## src/rom_fabric_cfg.svh

```systemverilog
`ifndef ROM_FABRIC_CFG_SVH
`define ROM_FABRIC_CFG_SVH

// One SDRAM bank per ROM client
`define ROM_FABRIC_BANKS 4

// SDRAM word address and data widths
`define SDRAM_AW   22
`define ROM_BEAT_W 16
`define ROM_WORD_W 32

// Region start of each client, in 16-bit words
`define BANK0_OFFSET 22'h00_0000
`define BANK1_OFFSET 22'h08_0000
`define BANK2_OFFSET 22'h10_0000
`define BANK3_OFFSET 22'h20_0000

`endif
```

## src/rom_fabric_pkg.sv

```systemverilog
`include "rom_fabric_cfg.svh"

package rom_fabric_pkg;

    typedef logic [`SDRAM_AW-1:0]   sdram_addr_t;
    typedef logic [`ROM_BEAT_W-1:0] sdram_beat_t;

    // First beat sits in the low half
    typedef logic [`ROM_WORD_W-1:0] rom_word_t;

    // Half address, bit 0 picks the half inside the word
    function automatic sdram_addr_t align_half(input sdram_addr_t a);
        return {a[`SDRAM_AW-1:1], 1'b0};
    endfunction

    // Byte address, two low bits pick the byte lane
    function automatic sdram_addr_t align_byte(input sdram_addr_t a);
        return {1'b0, a[`SDRAM_AW-1:2], 1'b0};
    endfunction

    // Word address, each word spans two SDRAM locations
    function automatic sdram_addr_t align_word(input sdram_addr_t a);
        return {a[`SDRAM_AW-2:0], 1'b0};
    endfunction

endpackage

```

## src/bank_req_if.sv

```systemverilog
interface bank_req_if
    import rom_fabric_pkg::*;
();

    // Request side, single-cycle pulse with its address
    logic        req;
    sdram_addr_t req_addr;
    // Same address without the region offset
    sdram_addr_t req_tag;

    // Response side, single-cycle pulse
    logic        rsp_valid;
    sdram_addr_t rsp_addr;
    rom_word_t   rsp_data;

    modport decode (
        output req,
        output req_addr,
        output req_tag
    );

    modport slot (
        input  req,
        input  req_addr,
        input  req_tag,
        output rsp_valid,
        output rsp_addr,
        output rsp_data
    );

    modport ret (
        input  rsp_valid,
        input  rsp_addr,
        input  rsp_data
    );

endinterface

```

## src/rom_fabric.sv

```systemverilog
`include "rom_fabric_cfg.svh"

module rom_fabric
    import rom_fabric_pkg::*;
(
    input  logic                         clk,
    input  logic                         reset,
    // ROM clients
    input  logic                         main_rom_cs,
    input  logic                         snd_cs,
    input  logic                         pcm_cs,
    input  logic                         gfx_cs,
    input  logic [20:0]                  main_rom_addr,
    input  logic [15:0]                  snd_addr,
    input  logic [17:0]                  pcm_addr,
    input  logic [19:0]                  gfx_addr,
    output logic [15:0]                  main_rom_data,
    output logic [7:0]                   snd_data,
    output logic [7:0]                   pcm_data,
    output rom_word_t                    gfx_data,
    output logic                         main_rom_ok,
    output logic                         snd_ok,
    output logic                         pcm_ok,
    output logic                         gfx_ok,
    // SDRAM controller
    output sdram_addr_t                  ba0_addr,
    output sdram_addr_t                  ba1_addr,
    output sdram_addr_t                  ba2_addr,
    output sdram_addr_t                  ba3_addr,
    output logic [`ROM_FABRIC_BANKS-1:0] ba_rd,
    input  logic [`ROM_FABRIC_BANKS-1:0] ba_ack,
    input  logic [`ROM_FABRIC_BANKS-1:0] ba_dst,
    input  logic [`ROM_FABRIC_BANKS-1:0] ba_dok,
    input  logic [`ROM_FABRIC_BANKS-1:0] ba_rdy,
    input  sdram_beat_t                  data_read
);

    sdram_addr_t ba_addr [`ROM_FABRIC_BANKS];

    bank_req_if u_bank_if [`ROM_FABRIC_BANKS] ();

    slot_decode u_slot_decode (
        .clk           ( clk           ),
        .reset         ( reset         ),
        .main_rom_cs   ( main_rom_cs   ),
        .snd_cs        ( snd_cs        ),
        .pcm_cs        ( pcm_cs        ),
        .gfx_cs        ( gfx_cs        ),
        .main_rom_addr ( main_rom_addr ),
        .snd_addr      ( snd_addr      ),
        .pcm_addr      ( pcm_addr      ),
        .gfx_addr      ( gfx_addr      ),
        .bank          ( u_bank_if     )
    );

    // Banks run independently, one fetch in flight each
    for (genvar i = 0; i < `ROM_FABRIC_BANKS; i++) begin : g_bank
        bank_slot #(
            .BANK ( i )
        ) u_bank_slot (
            .clk       ( clk          ),
            .reset     ( reset        ),
            .req_port  ( u_bank_if[i] ),
            .ba_addr   ( ba_addr[i]   ),
            .ba_rd     ( ba_rd[i]     ),
            .ba_ack    ( ba_ack[i]    ),
            .ba_dst    ( ba_dst[i]    ),
            .ba_dok    ( ba_dok[i]    ),
            .ba_rdy    ( ba_rdy[i]    ),
            .data_read ( data_read    )
        );
    end

    assign ba0_addr = ba_addr[0];
    assign ba1_addr = ba_addr[1];
    assign ba2_addr = ba_addr[2];
    assign ba3_addr = ba_addr[3];

    ok_return u_ok_return (
        .clk           ( clk           ),
        .reset         ( reset         ),
        .main_rom_cs   ( main_rom_cs   ),
        .snd_cs        ( snd_cs        ),
        .pcm_cs        ( pcm_cs        ),
        .gfx_cs        ( gfx_cs        ),
        .main_rom_addr ( main_rom_addr ),
        .snd_addr      ( snd_addr      ),
        .pcm_addr      ( pcm_addr      ),
        .gfx_addr      ( gfx_addr      ),
        .bank          ( u_bank_if     ),
        .main_rom_data ( main_rom_data ),
        .snd_data      ( snd_data      ),
        .pcm_data      ( pcm_data      ),
        .gfx_data      ( gfx_data      ),
        .main_rom_ok   ( main_rom_ok   ),
        .snd_ok        ( snd_ok        ),
        .pcm_ok        ( pcm_ok        ),
        .gfx_ok        ( gfx_ok        )
    );

endmodule

```

## src/ok_return.sv

```systemverilog
`include "rom_fabric_cfg.svh"

module ok_return
    import rom_fabric_pkg::*;
(
    input  logic        clk,
    input  logic        reset,
    input  logic        main_rom_cs,
    input  logic        snd_cs,
    input  logic        pcm_cs,
    input  logic        gfx_cs,
    input  logic [20:0] main_rom_addr,
    input  logic [15:0] snd_addr,
    input  logic [17:0] pcm_addr,
    input  logic [19:0] gfx_addr,
    bank_req_if.ret     bank [`ROM_FABRIC_BANKS],
    output logic [15:0] main_rom_data,
    output logic [7:0]  snd_data,
    output logic [7:0]  pcm_data,
    output rom_word_t   gfx_data,
    output logic        main_rom_ok,
    output logic        snd_ok,
    output logic        pcm_ok,
    output logic        gfx_ok
);

    localparam int N = `ROM_FABRIC_BANKS;

    logic        cs      [N];
    sdram_addr_t aligned [N];
    rom_word_t   word    [N];
    sdram_addr_t tag     [N];
    logic        valid   [N];
    logic        ok      [N];

    assign cs[0] = main_rom_cs;
    assign cs[1] = snd_cs;
    assign cs[2] = pcm_cs;
    assign cs[3] = gfx_cs;

    assign aligned[0] = align_half(sdram_addr_t'(main_rom_addr));
    assign aligned[1] = align_byte(sdram_addr_t'(snd_addr));
    assign aligned[2] = align_byte(sdram_addr_t'(pcm_addr));
    assign aligned[3] = align_word(sdram_addr_t'(gfx_addr));

    for (genvar i = 0; i < N; i++) begin : g_client

        always_ff @(posedge clk) begin
            if (reset) begin
                valid[i] <= 1'b0;
            end else if (bank[i].rsp_valid) begin
                valid[i] <= 1'b1;
            end
        end

        // Only the latest word is kept per client
        always_ff @(posedge clk) begin
            if (bank[i].rsp_valid) begin
                word[i] <= bank[i].rsp_data;
                tag[i]  <= bank[i].rsp_addr;
            end
        end

        assign ok[i] = cs[i] && valid[i] && (tag[i] == aligned[i]);

        a_ok_cs: assert property (
            @(posedge clk) disable iff (reset)
            !cs[i] |-> !ok[i]
        ) else $error("client %0d: ok high with cs low", i);

    end

    // Half and byte lanes picked by the low address bits
    assign main_rom_data = main_rom_addr[0] ? word[0][31:16] : word[0][15:0];
    assign snd_data      = word[1][8*snd_addr[1:0] +: 8];
    assign pcm_data      = word[2][8*pcm_addr[1:0] +: 8];
    assign gfx_data      = word[3];

    assign main_rom_ok = ok[0];
    assign snd_ok      = ok[1];
    assign pcm_ok      = ok[2];
    assign gfx_ok      = ok[3];

endmodule

```

## src/bank_slot.sv

```systemverilog
module bank_slot
    import rom_fabric_pkg::*;
#(
    parameter int BANK = 0
) (
    input  logic        clk,
    input  logic        reset,
    bank_req_if.slot    req_port,
    output sdram_addr_t ba_addr,
    output logic        ba_rd,
    input  logic        ba_ack,
    input  logic        ba_dst,
    input  logic        ba_dok,
    input  logic        ba_rdy,
    input  sdram_beat_t data_read
);

    typedef enum logic [1:0] {
        IDLE,
        REQ,
        WAIT,
        DONE
    } state_t;

    state_t      state;
    logic        pend_vld;
    sdram_addr_t pend_addr;
    sdram_addr_t pend_tag;
    sdram_addr_t tag;
    sdram_beat_t low_beat;

    logic        busy;
    logic        finish;
    logic        launch;
    logic        next_vld;
    sdram_addr_t next_addr;
    sdram_addr_t next_tag;

    assign busy   = (state == REQ) || (state == WAIT);
    assign finish = (state == WAIT) && ba_rdy;

    // A request in the same cycle is newer than the pending one
    assign next_vld  = req_port.req || pend_vld;
    assign next_addr = req_port.req ? req_port.req_addr : pend_addr;
    assign next_tag  = req_port.req ? req_port.req_tag  : pend_tag;

    assign launch = (!busy && req_port.req) || (finish && next_vld);

    assign ba_rd = (state == REQ);

    always_ff @(posedge clk) begin
        if (reset) begin
            state              <= IDLE;
            pend_vld           <= 1'b0;
            req_port.rsp_valid <= 1'b0;
        end else begin
            req_port.rsp_valid <= finish;
            case (state)
                IDLE, DONE: begin
                    state <= req_port.req ? REQ : IDLE;
                end
                REQ: begin
                    if (ba_ack) begin
                        state <= WAIT;
                    end
                end
                WAIT: begin
                    if (finish) begin
                        state <= next_vld ? REQ : DONE;
                    end
                end
                default: state <= IDLE;
            endcase
            // Only the newest address waits behind the running fetch
            if (finish) begin
                pend_vld <= 1'b0;
            end else if (busy && req_port.req) begin
                pend_vld <= 1'b1;
            end
        end
    end

    always_ff @(posedge clk) begin
        if (launch) begin
            ba_addr <= next_addr;
            tag     <= next_tag;
        end
        if (busy && req_port.req && !finish) begin
            pend_addr <= req_port.req_addr;
            pend_tag  <= req_port.req_tag;
        end
        if (busy && ba_dok && ba_dst) begin
            low_beat <= data_read;
        end
        if (finish) begin
            req_port.rsp_addr <= tag;
            req_port.rsp_data <= {data_read, low_beat};
        end
    end

    // SDRAM controller needs a steady request until it takes it
    a_rd_hold: assert property (
        @(posedge clk) disable iff (reset)
        ba_rd && !ba_ack |=> ba_rd && $stable(ba_addr)
    ) else $error("bank %0d: ba_rd or ba_addr moved before ba_ack", BANK);

    a_dok_idle: assert property (
        @(posedge clk) disable iff (reset)
        ba_dok |-> state == WAIT
    ) else $error("bank %0d: ba_dok with no fetch running", BANK);

endmodule

```

## src/slot_decode.sv

```systemverilog
`include "rom_fabric_cfg.svh"

module slot_decode
    import rom_fabric_pkg::*;
(
    input  logic        clk,
    input  logic        reset,
    input  logic        main_rom_cs,
    input  logic        snd_cs,
    input  logic        pcm_cs,
    input  logic        gfx_cs,
    input  logic [20:0] main_rom_addr,
    input  logic [15:0] snd_addr,
    input  logic [17:0] pcm_addr,
    input  logic [19:0] gfx_addr,
    bank_req_if.decode  bank [`ROM_FABRIC_BANKS]
);

    localparam int N = `ROM_FABRIC_BANKS;

    logic        cs        [N];
    sdram_addr_t aligned   [N];
    sdram_addr_t offset    [N];
    logic        cs_q      [N];
    sdram_addr_t aligned_q [N];

    assign cs[0] = main_rom_cs;
    assign cs[1] = snd_cs;
    assign cs[2] = pcm_cs;
    assign cs[3] = gfx_cs;

    // Each client counts in its own unit
    assign aligned[0] = align_half(sdram_addr_t'(main_rom_addr));
    assign aligned[1] = align_byte(sdram_addr_t'(snd_addr));
    assign aligned[2] = align_byte(sdram_addr_t'(pcm_addr));
    assign aligned[3] = align_word(sdram_addr_t'(gfx_addr));

    assign offset[0] = `BANK0_OFFSET;
    assign offset[1] = `BANK1_OFFSET;
    assign offset[2] = `BANK2_OFFSET;
    assign offset[3] = `BANK3_OFFSET;

    for (genvar i = 0; i < N; i++) begin : g_client

        always_ff @(posedge clk) begin
            if (reset) begin
                cs_q[i]     <= 1'b0;
                bank[i].req <= 1'b0;
            end else begin
                cs_q[i] <= cs[i];
                // New fetch on a cs rise or when a different word is wanted
                bank[i].req <= cs[i] && (!cs_q[i] || aligned[i] != aligned_q[i]);
            end
        end

        always_ff @(posedge clk) begin
            aligned_q[i]     <= aligned[i];
            bank[i].req_addr <= aligned[i] + offset[i];
            bank[i].req_tag  <= aligned[i];
        end

        // A request only goes out while its client is still selected
        a_req_cs: assert property (
            @(posedge clk) disable iff (reset)
            bank[i].req |-> cs[i]
        ) else $error("client %0d: req while cs is low", i);

    end

endmodule

```

## config.mk

```make
export PLATFORM = sky130hd
export DESIGN_NAME = rom_fabric
export DESIGN_NICKNAME = d
export VERILOG_FILES = /design/src/rom_fabric_pkg.sv /design/src/bank_req_if.sv /design/src/rom_fabric.sv /design/src/ok_return.sv /design/src/bank_slot.sv /design/src/slot_decode.sv
export VERILOG_INCLUDE_DIRS = /design/src
export SDC_FILE = /design/constraint.sdc
export NUM_CORES = 1
export LEC_CHECK = 0
export BUFFER_PORTS_ARGS = -buffer_cell sky130_fd_sc_hd__buf_2
export CORE_AREA = 2 2 280 171
export DETAILED_ROUTE_END_ITERATION = 16
export DIE_AREA = 0 0 282 173
export GPL_TIMING_DRIVEN = 0
export PLACE_DENSITY = 0.75
export SYNTH_ARGS = -nofsm -noshare
export SYNTH_HDL_FRONTEND = slang
export SYNTH_SLANG_ARGS = --single-unit
```

## constraint.sdc

```tcl
create_clock -name clk -period 4.8 [get_ports clk]
set_clock_uncertainty 0.15 [all_clocks]
set_input_delay 1.44 -clock clk [delete_from_list [all_inputs] [get_ports clk]]
set_output_delay 1.44 -clock clk [all_outputs]
set_load 0.01 [all_outputs]
```

======== Word level (Yosys, flattened, before mapping) ========
Memory sizes are Yosys's and may differ from the RTL's.
Cells that the tools add are included.
storage, ports and cells
  input bits .............................. 113
  memories ................................ 5
  RAM bits ................................ 296
  word-level logic and storage cells ...... 234
  output and inout bits ................... 160
  register bits ........................... 690
memory list
  name                     depth  width  rd ports  clocked after memory_dff  write ports  RTL line           RTL
  u_ok_return.word         4      32     4         0                         4            ok_return.sv:31    rom_word_t word [N];
  u_ok_return.tag          4      20     4         0                         4            ok_return.sv:32    sdram_addr_t tag [N];
  u_slot_decode.aligned_q  4      20     4         0                         4            slot_decode.sv:25  sdram_addr_t aligned_q [N];
  u_ok_return.valid        4      1      4         0                         4            ok_return.sv:33    logic valid [N];
  u_slot_decode.cs_q       4      1      4         0                         4            slot_decode.sv:24  logic cs_q [N];
operators by class
  shifts and indexed selects .............. 2
  bitwise logic cells ..................... 8
  reduce and logical (&&, ||, !) cells .... 84
  $add $sub $neg .......................... 3
  mux-type cells .......................... 55
  eq/ne operators ......................... 28
operators by type and width
  operator                count
  $mux 22                 3
  $shiftx 32x6->8         2
  $eq 22x21->1            2
  $ne 21x22->1            2
  $mux 21                 2
  $logic_and 1x1->1       40
  $mux 1                  31
  $mux 2                  12
  $pmux 2 s3              4
  $add 17x21->22 const B  1
  $add 21x22->22 const B  1
  $eq 22x15->1            1
  $eq 22x17->1            1
  $ne 15x22->1            1
  $ne 17x22->1            1
  $add 15x20->21 const B  1
  $mux 17                 1
  $eq 2x2->1 const B      8
  $logic_or 1x1->1        16
  $mux 16                 1
  $reduce_or 2->1         8
  $mux 15                 1
  $logic_not 1->1         12
  $eq 2x1->1 const B      4
  5 further kinds         24

======== Longest topological paths before layout ========
  depth in word-level cells ............... 5
  gate-level depth with buffers ........... 6
  depth with buffers taken out ............ 6

======== Cells and area by module ========
Synthesis repeated with hierarchy kept, for this count alone.
unflattened totals
  cell total of the unflattened synthesis .. 1608
  area, all modules ....................... 33636.0 µm²
by module, submodules not included
  module       cells an instance  times used  seq. area each (µm²)  area an instance (µm²)
  bank_slot    237                4           4824.6                5602.9
  ok_return    372                1           6596.3                8049.0
  slot_decode  288                1           1561.5                3175.5

======== Worst setup path after synthesis ========
No wires, ideal clock.
  path kind ............................... input-to-reg
  start ................................... input port ba_rdy[0]
  end ..................................... register g_bank[0].u_bank_slot.pend_addr[10], enable pin
  path buffers ............................ 1
  slack ................................... -52 ps
  setup time .............................. 427 ps
  arrival time ............................ 4275 ps
  stages .................................. 3
  data required time ...................... 4223 ps
  path through ............................ and2_1 clkbuf_1 nor3b_1
on the way
  longest elaborated chain between the ends .. 3
RTL lines
  item                              RTL line          RTL
  start: declaration                rom_fabric.sv:34  input logic [`ROM_FABRIC_BANKS-1:0] ba_rdy,
  $logic_and 1x1->1                 bank_slot.sv:40   assign finish = (state == WAIT) && ba_rdy;
  via g_bank[0].u_bank_slot.finish  bank_slot.sv:33   logic finish;
  $logic_not 1->1                   bank_slot.sv:88   if (busy && req_port.req && !finish) begin
  $logic_and 1x1->1                 bank_slot.sv:88
  end signal: assignment            bank_slot.sv:89   pend_addr <= req_port.req_addr;
  end: declaration                  bank_slot.sv:27   sdram_addr_t pend_addr;
The timed path passes the listed nets, and every way through them passes these cells.
A chain may end at the register's enable or synchronous reset.

======== Worst setup path in the final report ========
  start ................................... input port main_rom_addr[15]
  end ..................................... output port main_rom_ok
on the way
  longest elaborated chain between the ends .. 2
RTL lines
  item                RTL line          RTL
  start: declaration  rom_fabric.sv:13  input logic [20:0] main_rom_addr,
  $eq 22x21->1        ok_return.sv:64   assign ok[i] = cs[i] && valid[i] && (tag[i] == aligned[i]);
  $logic_and 1x1->1   ok_return.sv:64
  end: declaration    rom_fabric.sv:21  output logic main_rom_ok,
Every way passes these cells.

==> impl_metrics.yaml <==
logic_synthesis:
  synth_top_flop_cell: "edfxtp_1"
  yosysTopAreaCellShare_pct: 76.1
  syn-instance-count: 1156
  synth_top_cell_by_area: "edfxtp_1"
  ys_seq_elements: 698
  ys_types: 33
  yosys_warnings: 0
  synth_edf_count: 603
  async_reset_ff_share_pct: 0
  ys_seq_area_share_pct: 84.1
  syn_avg_cell_area_um2: 20.6
  ys_top_cells_by_area: "edfxtp_1, dfxtp_1, mux2_2"
  syn-cell-area_um2: 23800
power_and_ir_drop:
  max-vdd-ir-drop_uv: 435
  cellPowerDensity_nw_per_um2: 425
  cellLeakagePower_nw: 9.72
  p_total_mw: 12.0
grt:
  grt_pass1_wl_mm: 68.5
  antenna_found_initial: 4
  grt_max_degree: 58
  globalRouteOverflowTotal: 0
  grt_pass1_vias: 11400
  grt_usage_pct: 18.9
clocking:
  htreeDepth: 2
  root_buffer: "clkbuf_16"
  cts-resized-gates: 0
  path_clk_slew_ps: 60
  clkSinkCount: 698
  cts-buffers-inserted: 59
  clock_path_buffers: 3
  cts_tree: "yes"
  cts_setup_buffers: 0
  clkLatencyLatePin_ps: 590
  hold_buffers: 0
placement:
  place_inst: 2064
  place_area_um2: 26200
  dp_slack_ps: 219
  globalplace.congestion: 0.847
  place_hpwl_mm: 30.9
  port_buffers: 249
detailed_routing:
  drt_wl_total_mm: 45.9
  antenna_left: 0
  first_pass_iters: 5
  avgViaCountPerCell: 5.09
  first_iter_violations: 888
  wl_per_cell_um: 21.1
  vias: 11100
  drcViolationCount: 0
worst_setup_path:
  startpoint_type: "input pin"
  arrival_ps: 2940
  slowest_delay_ps: 540
  cp_num_buf_inv: 2
  required_ps: 3210
  path_cells: "buf_2 -> xor2_1 -> nor4_1 -> nand4_1 -> nor4_1 -> buf_2"
  worstRegToRegCells: 6
  r2r-start: "g_bank[3].u_bank_slot.state[0]$_SDFFE_PP0P_"
  end_kind: "output pin"
  cp_slowest_cell: "nor4_1"
  worstPathMaxFanout: 3
  r2r-end: "g_bank[3].u_bank_slot.pend_tag[11]$_DFFE_PP_"
  worst_path_dominant_cell_family: "simple AND/OR/NAND/NOR gates"
  rrSetupSlack_ps: 1880
  worstSetupPathType: "input pin to output pin"
sta:
  slew_violations: 0
  worst_pin_slew_ps: 955
  setup_viol: 0
  min_period_ps: 4530
  period_share_pct: 94.4
  rsz0062_at_grt: "false"
  fin_ws_ps: 267
  relSlewSlack_pct: 36.3
  max_clock_freq_mhz: 221
  hold_viol_final: 0
floorplanning:
  die_area_um2: 48800
  io_pins: 273
  die_width_um: 282
  initial_utilization_pct: 51.7
  core_area_um2: 46000
  die_h_um: 173
  num_rows: 61
layout:
  finalNetCount: 1616
  areaGrowthSynthToFinish_pct: 18.2
  layout_commonest_cell: "edfxtp_1"
  postLayoutCoreUtil_pct: 61.1
  fillers: 3334
  final_cells: 2176
  drive_gt1_share_pct: 32.4
  mostFrequentLayoutCells: "edfxtp_1, buf_2, dfxtp_1"
  stdcell_area_um2: 28100
worst_hold_path:
  holdPathEnd: "u_ok_return.tag[0][8]$_DFFE_PP_"
  hold_depth: 0
  hp-class: "flop to flop"
  hold_path.startpoint: "g_bank[0].u_bank_slot.req_port.rsp_addr[9]$_DFFE_PN_"
flow_run:
  cap_viol_max_count: 0
status:
  outcome: "finished, final reports clean"
layer usage:
layer,routed length [um],up-vias,track usage (%)
met3,2290,82,3.38
met1,21400,5652,27.8
met4,951,2,4.57
met5,13,-,0
li1,-,5050,-
met2,21300,282,29.6
flip-flops by register name, indices dropped and copies added (netlist names), 8 cells and up:
signal	flops
g_bank.u_bank_slot.req_port.rsp_data	128
u_ok_return.word	128
g_bank.u_bank_slot.req_port.rsp_addr	70
u_ok_return.tag	70
g_bank.u_bank_slot.low_beat	64
u_slot_decode.aligned_q	50
g_bank.u_bank_slot.ba_addr	36
g_bank.u_bank_slot.pend_tag	36
g_bank.u_bank_slot.pend_addr	34
g_bank.u_bank_slot.tag	34
u_slot_decode.bank.req_addr	20
g_bank.u_bank_slot.state	8
stage by stage:
step / TNS (ps) / hold WS [ps]
6_report: 0 / 254
5_1_grt: 0 / 268
4_1_cts: 0 / 247
3_5_place_dp: 0 / 255
3_3_place_gp: -76000 / 250
2_1_floorplan: 0 / 250
Yosys cell counts (all sizes together) (5+ instances only):
library cell,instances
edfxtp,603
dfxtp,95
mux2,86
xor2,82
xnor2,58
buf,33
nor2,21
inv,20
nor4,20
nand4,19
a21oi,17
mux4,16
clkbuf,10
nand2,10
nor2b,10
ha,8
nor3,7
and2,5
nand3,5
cells by family (layout without fill, tap and decap cells):
family | count (synthesis) | in the layout | share of synthesized area, %
XOR/XNOR | 140 | 140 | 5.15
AND/OR/NAND/NOR | 110 | 110 | 2.54
flip-flops | 698 | 698 | 84.1
other | 2 | 19 | 0.0316
AO/OA/AOI/OAI | 33 | 33 | 0.804
multiplexers | 102 | 102 | 5.58
adder cells (fa/ha/maj) | 8 | 8 | 0.421
buffers and inverters | 63 | 436 | 1.39
layout make-up:
type / count / area [um2] / area share (%)
plain buffers: 43 / 262 / 0.930
well taps: 630 / 788 / 2.80
repair buffers: 262 / 1490 / 5.28
multi-input cells: 411 / 3540 / 12.6
inverters: 20 / 75.1 / 0.267
clock buffers: 83 / 1650 / 5.86
clock inverters: 28 / 310 / 1.10
flip-flops and latches: 698 / 20000 / 71.2
diodes: 1 / 2.50 / 0.00890
worst max path at each step:
stage | from | to | cells after the start
floorplan | ba_rdy[0] | g_bank[0].u_bank_slot.pend_addr[10]$_DFFE_PP_ | 3
global placement | ba_rdy[3] | g_bank[3].u_bank_slot.pend_tag[4]$_DFFE_PP_ | 4
detailed placement | main_rom_addr[0] | main_rom_data[9] | 4
CTS | main_rom_addr[0] | main_rom_data[9] | 4
global route | main_rom_addr[0] | main_rom_data[13] | 4
finish | main_rom_addr[15] | main_rom_ok | 6
power by group:
group | switching (mW) | internal [mW] | leakage (nW)
clock | 2.07 | 2.72 | 0.947
combinational | 0.268 | 0.188 | 2.52
sequential | 0.0560 | 6.65 | 6.25
total | 2.39 | 9.56 | 9.72
(Power assumes the default switching activity.)
